--- src/hdl/cart_config.svh ---
`ifndef CART_CONFIG_SVH
`define CART_CONFIG_SVH

// External PRG memory address width
`define ADDR_BITS 18

// Launcher owns the top 32 KB, work RAM sits 8 KB below it
`define LAUNCHER_BASE ({`ADDR_BITS{1'b1}} << 15)
`define WRAM_BASE (`LAUNCHER_BASE - `ADDR_BITS'(16'h2000))

// Host register map
`define REG_MAPPER 4'd0
`define REG_LAUNCHER 4'd1

// Low bytes of the 6502 vectors
`define VEC_RESET 16'hFFFC
`define VEC_NMI 16'hFFFA

`endif

--- src/hdl/cart_pkg.sv ---
`include "cart_config.svh"

package cart_pkg;

    typedef enum logic [1:0] {
        MAP_LAUNCHER,
        MAP_NROM,
        MAP_UXROM,
        MAP_CNROM
    } map_id_t;

    typedef enum logic [2:0] {
        IDLE,
        MEM_READ,
        CONFLICT_READ,
        REG_WRITE,
        OPEN_BUS,
        DONE
    } mux_state_t;

    // rw high is a read
    typedef struct packed {
        logic [15:0] addr;
        logic [7:0]  wdata;
        logic        rw;
    } cpu_bus_t;

    typedef struct packed {
        map_id_t               game;
        logic [`ADDR_BITS-1:0] prg_mask;
        logic [`ADDR_BITS-1:0] chr_mask;
        logic                  mirroring;
        logic                  bus_conflict;
    } map_cfg_t;

    typedef struct packed {
        logic [`ADDR_BITS-1:0] addr;
        logic [7:0]            wdata;
        logic                  we;
    } mem_req_t;

    typedef struct packed {
        logic [`ADDR_BITS-1:0] prg_addr;
        logic [`ADDR_BITS-1:0] chr_addr;
        logic                  ciram_a10;
    } map_out_t;

endpackage

--- src/hdl/map_regs.sv ---
`timescale 1ns/1ps
`include "cart_config.svh"

module map_regs import cart_pkg::*; (
    input  logic        clk,
    input  logic        cpu_reset,
    input  logic [15:0] wr_reg,
    input  logic [3:0]  wr_reg_addr,
    input  logic        wr_reg_valid,
    input  logic        cpu_req,
    input  cpu_bus_t    cpu_bus,
    output map_cfg_t    cfg,
    output map_id_t     active
);
    logic                  start_app;
    logic                  ingame_menu;
    map_id_t               select_reg;
    logic                  reset_hijack;
    logic                  nmi_hijack;
    logic [4:0]            size_exp;
    logic [`ADDR_BITS-1:0] size_mask;

    // Vector fetch seen while the CPU request is open
    assign reset_hijack = start_app && cpu_req && cpu_bus.rw && cpu_bus.addr == `VEC_RESET;
    assign nmi_hijack = ingame_menu && cpu_req && cpu_bus.rw && cpu_bus.addr == `VEC_NMI;

    // Vector byte itself must come from the new mapper
    assign active = reset_hijack ? cfg.game : (nmi_hijack ? MAP_LAUNCHER : select_reg);

    // 2^e - 1, saturating at the full address range
    assign size_exp = wr_reg[6:2];
    assign size_mask = ~({`ADDR_BITS{1'b1}} << size_exp);

    always_ff @(posedge clk) begin
        if (cpu_reset) begin
            cfg <= '0;
            start_app <= 1'b0;
            ingame_menu <= 1'b0;
            select_reg <= MAP_LAUNCHER;
        end else begin
            if (wr_reg_valid && wr_reg_addr == `REG_MAPPER) begin
                cfg.game <= map_id_t'(wr_reg[1:0]);
                cfg.prg_mask <= size_mask;
                cfg.chr_mask <= size_mask >> 1;
                cfg.mirroring <= wr_reg[8];
                cfg.bus_conflict <= wr_reg[9];
            end
            if (wr_reg_valid && wr_reg_addr == `REG_LAUNCHER) begin
                start_app <= wr_reg[0];
                ingame_menu <= wr_reg[1];
            end

            // Launch the game
            if (reset_hijack) begin
                select_reg <= cfg.game;
                start_app <= 1'b0;
            end

            // Back to the menu
            if (nmi_hijack) begin
                select_reg <= MAP_LAUNCHER;
                ingame_menu <= 1'b0;
            end
        end
    end

endmodule

--- src/hdl/mapper_uxrom.sv ---
`timescale 1ns/1ps
`include "cart_config.svh"

module mapper_uxrom import cart_pkg::*; (
    input  logic        clk,
    input  logic        cpu_reset,
    input  cpu_bus_t    cpu_bus,
    input  logic        bank_we,
    input  logic [7:0]  bank_data,
    input  logic [13:0] ppu_addr,
    input  logic        mirroring,
    output map_out_t    out
);
    logic [3:0] prg_bank;

    always_ff @(posedge clk) begin
        if (cpu_reset) begin
            prg_bank <= '0;
        end else if (bank_we) begin
            prg_bank <= bank_data[3:0];
        end
    end

    always_comb begin
        // C000-FFFF fixed to the last bank, the size mask trims the ones
        if (cpu_bus.addr[14]) begin
            out.prg_addr = {{(`ADDR_BITS-14){1'b1}}, cpu_bus.addr[13:0]};
        end else begin
            out.prg_addr = `ADDR_BITS'({prg_bank, cpu_bus.addr[13:0]});
        end
        // CHR is a fixed 8 KB
        out.chr_addr = `ADDR_BITS'(ppu_addr[12:0]);
        out.ciram_a10 = mirroring ? ppu_addr[10] : ppu_addr[11];
    end

endmodule

--- src/hdl/mapper_cnrom.sv ---
`timescale 1ns/1ps
`include "cart_config.svh"

module mapper_cnrom import cart_pkg::*; (
    input  logic        clk,
    input  logic        cpu_reset,
    input  cpu_bus_t    cpu_bus,
    input  logic        bank_we,
    input  logic [7:0]  bank_data,
    input  logic [13:0] ppu_addr,
    input  logic        mirroring,
    output map_out_t    out
);
    logic [1:0] chr_bank;

    always_ff @(posedge clk) begin
        if (cpu_reset) begin
            chr_bank <= '0;
        end else if (bank_we) begin
            chr_bank <= bank_data[1:0];
        end
    end

    always_comb begin
        // PRG flat, 16 KB images mirror through the size mask
        out.prg_addr = `ADDR_BITS'(cpu_bus.addr[14:0]);

        // Whole 8 KB pattern table window per bank
        out.chr_addr = `ADDR_BITS'({chr_bank, ppu_addr[12:0]});

        out.ciram_a10 = mirroring ? ppu_addr[10] : ppu_addr[11];
    end

endmodule

--- src/hdl/mapper_mux.sv ---
`timescale 1ns/1ps
`include "cart_config.svh"

module mapper_mux import cart_pkg::*; (
    input  logic                  clk,
    input  logic                  cpu_reset,
    input  logic                  cpu_req,
    input  cpu_bus_t              cpu_bus,
    input  map_cfg_t              cfg,
    input  map_id_t               active,
    input  logic [13:0]           ppu_addr,
    input  logic                  port_done,
    input  logic [7:0]            port_rdata,
    output logic                  cpu_ack,
    output logic [7:0]            cpu_rdata,
    output logic                  port_start,
    output mem_req_t              port_req,
    output logic [`ADDR_BITS-1:0] chr_addr,
    output logic                  ciram_a10
);
    mux_state_t            state;
    map_out_t              launcher_out, nrom_out, uxrom_out, cnrom_out, sel;
    logic                  mirror_a10;
    logic                  is_wram, is_open, is_prg_write, conflict;
    logic                  bank_we;
    logic [7:0]            bank_data;
    logic [`ADDR_BITS-1:0] prg_addr;

    assign mirror_a10 = cfg.mirroring ? ppu_addr[10] : ppu_addr[11];

    always_comb begin
        launcher_out.prg_addr = `LAUNCHER_BASE + `ADDR_BITS'(cpu_bus.addr[14:0]);
        launcher_out.chr_addr = `ADDR_BITS'(ppu_addr[12:0]);
        launcher_out.ciram_a10 = mirror_a10;
        nrom_out.prg_addr = `ADDR_BITS'(cpu_bus.addr[14:0]);
        nrom_out.chr_addr = `ADDR_BITS'(ppu_addr[12:0]);
        nrom_out.ciram_a10 = mirror_a10;
    end

    assign bank_we = (state == REG_WRITE);
    assign bank_data = conflict ? (cpu_bus.wdata & port_rdata) : cpu_bus.wdata;

    mapper_uxrom uxrom_inst (
        .clk(clk),
        .cpu_reset(cpu_reset),
        .cpu_bus(cpu_bus),
        .bank_we(bank_we && active == MAP_UXROM),
        .bank_data(bank_data),
        .ppu_addr(ppu_addr),
        .mirroring(cfg.mirroring),
        .out(uxrom_out)
    );

    mapper_cnrom cnrom_inst (
        .clk(clk),
        .cpu_reset(cpu_reset),
        .cpu_bus(cpu_bus),
        .bank_we(bank_we && active == MAP_CNROM),
        .bank_data(bank_data),
        .ppu_addr(ppu_addr),
        .mirroring(cfg.mirroring),
        .out(cnrom_out)
    );

    always_comb begin
        case (active)
            MAP_LAUNCHER: sel = launcher_out;
            MAP_NROM:     sel = nrom_out;
            MAP_UXROM:    sel = uxrom_out;
            default:      sel = cnrom_out;
        endcase
    end

    // CPU address decode
    assign is_wram = cpu_bus.addr[15:13] == 3'b011;
    assign is_open = !cpu_bus.addr[15] && !is_wram;
    assign is_prg_write = cpu_bus.addr[15] && !cpu_bus.rw;
    assign conflict = is_prg_write && cfg.bus_conflict && active != MAP_LAUNCHER;

    // Launcher region is fixed, games are trimmed to their ROM size
    always_comb begin
        if (is_wram) begin
            prg_addr = `WRAM_BASE + `ADDR_BITS'(cpu_bus.addr[12:0]);
        end else if (active == MAP_LAUNCHER) begin
            prg_addr = sel.prg_addr;
        end else begin
            prg_addr = sel.prg_addr & cfg.prg_mask;
        end
    end

    assign port_req = '{addr: prg_addr, wdata: cpu_bus.wdata, we: is_wram && !cpu_bus.rw};
    assign port_start = state == IDLE && cpu_req && !is_open && (conflict || !is_prg_write);

    // WRAM writes also pass through MEM_READ
    always_ff @(posedge clk) begin
        if (cpu_reset) begin
            state <= IDLE;
        end else begin
            case (state)
                IDLE: begin
                    if (cpu_req) begin
                        if (is_open)
                            state <= OPEN_BUS;
                        else if (conflict)
                            state <= CONFLICT_READ;
                        else if (is_prg_write)
                            state <= REG_WRITE;
                        else
                            state <= MEM_READ;
                    end
                end
                MEM_READ: begin
                    if (port_done)
                        state <= DONE;
                end
                CONFLICT_READ: begin
                    if (port_done)
                        state <= REG_WRITE;
                end
                REG_WRITE, OPEN_BUS: state <= DONE;
                DONE: begin
                    if (!cpu_req)
                        state <= IDLE;
                end
                default: state <= IDLE;
            endcase
        end
    end

    assign cpu_ack = (state == DONE);
    // Open bus returns the high address byte
    assign cpu_rdata = is_open ? cpu_bus.addr[15:8] : port_rdata;
    assign chr_addr = sel.chr_addr & cfg.chr_mask;
    assign ciram_a10 = sel.ciram_a10;

endmodule

--- src/hdl/prg_port.sv ---
`timescale 1ns/1ps

module prg_port import cart_pkg::*; (
    input  logic       clk,
    input  logic       cpu_reset,
    input  logic       start,
    input  mem_req_t   req_in,
    input  logic       mem_ack,
    input  logic [7:0] mem_rdata,
    output logic       done,
    output logic [7:0] rdata,
    output logic       mem_req,
    output mem_req_t   mem
);
    // Waiting for the memory to drop its ack
    logic rtz;
    logic idle;

    assign idle = !mem_req && !rtz;

    always_ff @(posedge clk) begin
        if (cpu_reset) begin
            mem_req <= 1'b0;
            rtz <= 1'b0;
        end else if (mem_req) begin
            if (mem_ack) begin
                mem_req <= 1'b0;
                rtz <= 1'b1;
            end
        end else if (rtz) begin
            if (!mem_ack)
                rtz <= 1'b0;
        end else if (start) begin
            mem_req <= 1'b1;
        end
    end

    // Request stays frozen for the whole cycle
    always_ff @(posedge clk) begin
        if (start && idle)
            mem <= req_in;
        if (mem_req && mem_ack)
            rdata <= mem_rdata;
    end

    // Four-phase cycle complete
    assign done = rtz && !mem_ack;

endmodule

--- src/hdl/cart_top.sv ---
`timescale 1ns/1ps
`include "cart_config.svh"

module cart_top import cart_pkg::*; (
    input  logic                  clk,
    input  logic                  cpu_reset,
    input  logic [15:0]           wr_reg,
    input  logic [3:0]            wr_reg_addr,
    input  logic                  wr_reg_valid,
    input  logic                  cpu_req,
    input  cpu_bus_t              cpu_bus,
    input  logic [13:0]           ppu_addr,
    input  logic                  mem_ack,
    input  logic [7:0]            mem_rdata,
    output logic                  cpu_ack,
    output logic [7:0]            cpu_rdata,
    output logic [`ADDR_BITS-1:0] chr_addr,
    output logic                  ciram_a10,
    output logic                  mem_req,
    output mem_req_t              mem
);
    map_cfg_t   cfg;
    map_id_t    active;
    logic       port_start;
    mem_req_t   port_req;
    logic       port_done;
    logic [7:0] port_rdata;

    map_regs map_regs_inst (
        .clk(clk),
        .cpu_reset(cpu_reset),
        .wr_reg(wr_reg),
        .wr_reg_addr(wr_reg_addr),
        .wr_reg_valid(wr_reg_valid),
        .cpu_req(cpu_req),
        .cpu_bus(cpu_bus),
        .cfg(cfg),
        .active(active)
    );

    mapper_mux mapper_mux_inst (
        .clk(clk),
        .cpu_reset(cpu_reset),
        .cpu_req(cpu_req),
        .cpu_bus(cpu_bus),
        .cfg(cfg),
        .active(active),
        .ppu_addr(ppu_addr),
        .port_done(port_done),
        .port_rdata(port_rdata),
        .cpu_ack(cpu_ack),
        .cpu_rdata(cpu_rdata),
        .port_start(port_start),
        .port_req(port_req),
        .chr_addr(chr_addr),
        .ciram_a10(ciram_a10)
    );

    prg_port prg_port_inst (
        .clk(clk),
        .cpu_reset(cpu_reset),
        .start(port_start),
        .req_in(port_req),
        .mem_ack(mem_ack),
        .mem_rdata(mem_rdata),
        .done(port_done),
        .rdata(port_rdata),
        .mem_req(mem_req),
        .mem(mem)
    );

endmodule

--- config.mk ---
export PLATFORM = sky130hd
export DESIGN_NAME = cart_top
export DESIGN_NICKNAME = d
export VERILOG_FILES = /design/src/hdl/cart_pkg.sv /design/src/hdl/map_regs.sv /design/src/hdl/mapper_uxrom.sv /design/src/hdl/mapper_cnrom.sv /design/src/hdl/mapper_mux.sv /design/src/hdl/prg_port.sv /design/src/hdl/cart_top.sv
export VERILOG_INCLUDE_DIRS = /design/src /design/src/hdl
export SDC_FILE = /design/constraint.sdc
export NUM_CORES = 1
export LEC_CHECK = 0
export ABC_CLOCK_PERIOD_IN_PS = 4000
export BUFFER_PORTS_ARGS = -buffer_cell sky130_fd_sc_hd__buf_4
export CAP_MARGIN = 20
export CELL_PAD_IN_SITES_DETAIL_PLACEMENT = 1
export CELL_PAD_IN_SITES_GLOBAL_PLACEMENT = 1
export CORE_MARGIN = 2
export CORE_UTILIZATION = 40
export DETAILED_ROUTE_END_ITERATION = 10
export GPL_TIMING_DRIVEN = 0
export HOLD_SLACK_MARGIN = 0.15
export PLACE_DENSITY_LB_ADDON = 0.2
export SLEW_MARGIN = 20
export SYNTH_ARGS = -nofsm -noshare
export SYNTH_HDL_FRONTEND = slang
export SYNTH_HIERARCHICAL = 1
export SYNTH_SLANG_ARGS = --single-unit
--- constraint.sdc ---
create_clock -name clk -period 4 [get_ports clk]
set_clock_uncertainty 0.15 [all_clocks]
set_input_delay 0.4 -clock clk [delete_from_list [all_inputs] [get_ports clk]]
set_output_delay 0.4 -clock clk [all_outputs]
set_load 0.05 [all_outputs]
==> flow_summary.json <==
{
  "whs_ns": 0.1693,
  "wl_met1_mm": 6.545,
  "hp-class": "in2reg",
  "drive_gt1_share_pct": 41.64,
  "powerDensity_mw_per_mm2": 311.2,
  "dr_wl_met2_mm": 7.402,
  "worst_pin_slew_ns": 0.9035,
  "p_int_mw": 1.404,
  "port_buffers": 111,
  "startpoint": "cpu_bus[23]",
  "num-fill-cells": 1328,
  "die_area_mm2": 0.01285,
  "cp_max_fo": 10,
  "gp_congestion": 0.8784,
  "p_sw_share_pct": 27.82,
  "layout_min_cycle_time_ns": 3.522,
  "status": "complete, no violations",
  "initial_core_util_pct": 41.37,
  "critPathKind": "in2out",
  "cts.sinks": 72,
  "dp_hpwl_mm": 10.87,
  "wl_met3_um": 549,
  "p_switching_mw": 0.5409,
  "setup.worst_path.end_class": "output pin",
  "r2r-start": "map_regs_inst/start_app",
  "report.final.slew_viol_count": 0,
  "wl_per_cell_um": 18.68,
  "clk_pin_slew_ns": 0.07,
  "leakagePower_nw": 2.660,
  "place_area_mm2": 0.005867,
  "clock_path_buffers": 2,
  "grt_antenna_before_repair": 0,
  "cts_tree": "yes",
  "cts-resized-gates": 0,
  "top_layer": "met4",
  "yosys_warnings": 6,
  "max_slew_margin_pct": 39.55,
  "rsz0062_at_grt": "no",
  "place_inst": 761,
  "synth_area_mm2": 0.004785,
  "diodes": 0,
  "r2r_cells": 10,
  "multi_input_area_mm2": 0.002133,
  "die_h_um": 113.4,
  "peakVddDrop_mv": 0.1650,
  "io_pins": 128,
  "rows": 39,
  "combPwrFrac_pct": 19.8,
  "ant_nets": 0,
  "grt.overflow.total": 0,
  "drv_cap": 0,
  "syn_inst": 496,
  "cp.required_ns": 3.45,
  "drcViolationCount": 0,
  "htreeDepth": 3,
  "fin_cells": 789,
  "post-route-period-util_pct": 88.05,
  "wl_mm": 14.74,
  "grt_max_degree": 17,
  "grt_usage_pct": 23.14,
  "cp-endpoint": "chr_addr[13]",
  "hold_viol": 0,
  "seq_area_mm2": 0.001792,
  "reg.largest.list": "prg_port_inst/mem: 27 flops, map_regs_inst/cfg: 22 flops, prg_port_inst/rdata: 8 flops",
  "clock.fmax_mhz": 283.9,
  "r2r_slack_ns": 0.80,
  "r2r-end": "prg_port_inst/mem[16]",
  "fin_area_mm2": 0.006248,
  "nNetsFinal": 713,
  "clkLatencyLatePin_ns": 0.34,
  "grt_first_pass_wirelength_mm": 23.07,
  "pwr-share-clk_pct": 38.3,
  "crit_arrival_ns": 2.97,
  "p_seq_share_pct": 41.9,
  "fp.dieW_um": 113.4,
  "critPathLaunchType": "input port",
  "setup_viol": 0,
  "core_area_mm2": 0.01156,
  "cts_buffers": 9,
  "largest_reg_flops": 27,
  "routed-via-count": 4122,
  "dr.pass1.iters": 4,
  "routed_via_density": 5.224,
  "ctsRootBufferMaster": "clkbuf_16",
  "drtIter0Drc": 227,
  "area_growth_pct": 30.60,
  "avgSynthCellArea_um2": 9.646,
  "top_register": "prg_port_inst/mem",
  "grt_pass1_vias": 4290
}
worst max-delay path, cell delays in order:
cell,delay (ns)
buf_4,0.15
nand4_1,0.15
nor4_4,0.49
and2_1,0.26
a22o_1,0.25
buf_2,0.24
clkbuf_1,0.49
nand2_1,0.18
nor2_1,0.15
buf_4,0.21
placed cells by master (no fill, tap or decap), types with 3 or more instances in the layout:
master and count:
a311oi_1 10, buf_6 6, or2_1 3, a32o_1 13, nand2b_1 3, mux2i_1 27
a211oi_1 5, clkinv_2 3, clkbuf_1 15, o21a_1 6, nand4_1 4, o211a_1 13
dlygate4sd3_1 12, mux2_2 13, buf_4 205, nand2_1 39, clkbuf_16 9, nor4_4 3
nor3_1 7, o21ai_0 29, mux2_4 10, buf_2 7, a41oi_1 3, nand4b_1 4
a21oi_1 17, edfxtp_1 35, nand3_1 4, conb_1 12, nor2_1 49, o211ai_1 4
nor2b_1 5, dfxtp_1 37, inv_1 5
what timing repair did:
action	in CTS	in global routing
setup endpoints to repair	0	0
buffers inserted	0	0
endpoints found under the hold margin	12	0
hold buffers	12	0
power by group through the flow:
stage | Clock (mW) | Combinational (mW) | Sequential (mW)
finish | 0.745 | 0.385 | 0.815
CTS | 0.747 | 0.382 | 0.815
global route | 0.788 | 0.409 | 0.818
floorplan | 0 | 0.181 | 0.879
detailed placement | 0 | 0.370 | 0.831
global placement | 0 | 0.354 | 0.830
worst min path at each step:
stage / cells after the start / end / start
2_1_floorplan: 2 / map_regs_inst/cfg[36] / map_regs_inst/cfg[36]
5_1_grt: 3 / map_regs_inst/cfg[0] / wr_reg[9]
6_report: 2 / prg_port_inst/rtz / cpu_reset
3_5_place_dp: 2 / map_regs_inst/select_reg[1] / map_regs_inst/select_reg[1]
4_1_cts: 3 / map_regs_inst/cfg[38] / wr_reg[0]
3_3_place_gp: 2 / map_regs_inst/select_reg[0] / map_regs_inst/select_reg[0]
metrics by stage:
| stage | utilization (%) | setup slack [ns] | setup TNS [ns] | total power [mW] |
|---|---|---|---|---|
| 6_report | 54.03 | 0.4782 | 0 | 1.944 |
| 5_1_grt | 54.03 | 0.2704 | 0 | 2.014 |
| 4_1_cts | 54.03 | 0.4854 | 0 | 1.945 |
| 3_5_place_dp | 50.73 | 0.1489 | 0 | 1.201 |
| 3_3_place_gp | 50.42 | -0.9491 | -26.44 | 1.184 |
| 2_1_floorplan | - | 0.2937 | 0 | 1.060 |
layout make-up:
type | instances | share of cell area (%)
Buffer | 122 | 14.10
Clock buffer | 12 | 3.845
Sequential cell | 72 | 28.67
Timing Repair Buffer | 125 | 15.74
Multi-Input combinational cell | 306 | 34.14
Clock inverter | 4 | 0.3404
Tap cell | 143 | 2.863
Inverter | 5 | 0.3004
routing by layer:
| layer | up-vias | track usage (%) |
|---|---|---|
| met1 | 2021 | 29.91 |
| met5 | - | 0 |
| li1 | 1978 | - |
| met4 | 0 | 6.911 |
| met2 | 105 | 40.68 |
| met3 | 18 | 2.763 |
Note: power is estimated with default switching activity, not from simulation.
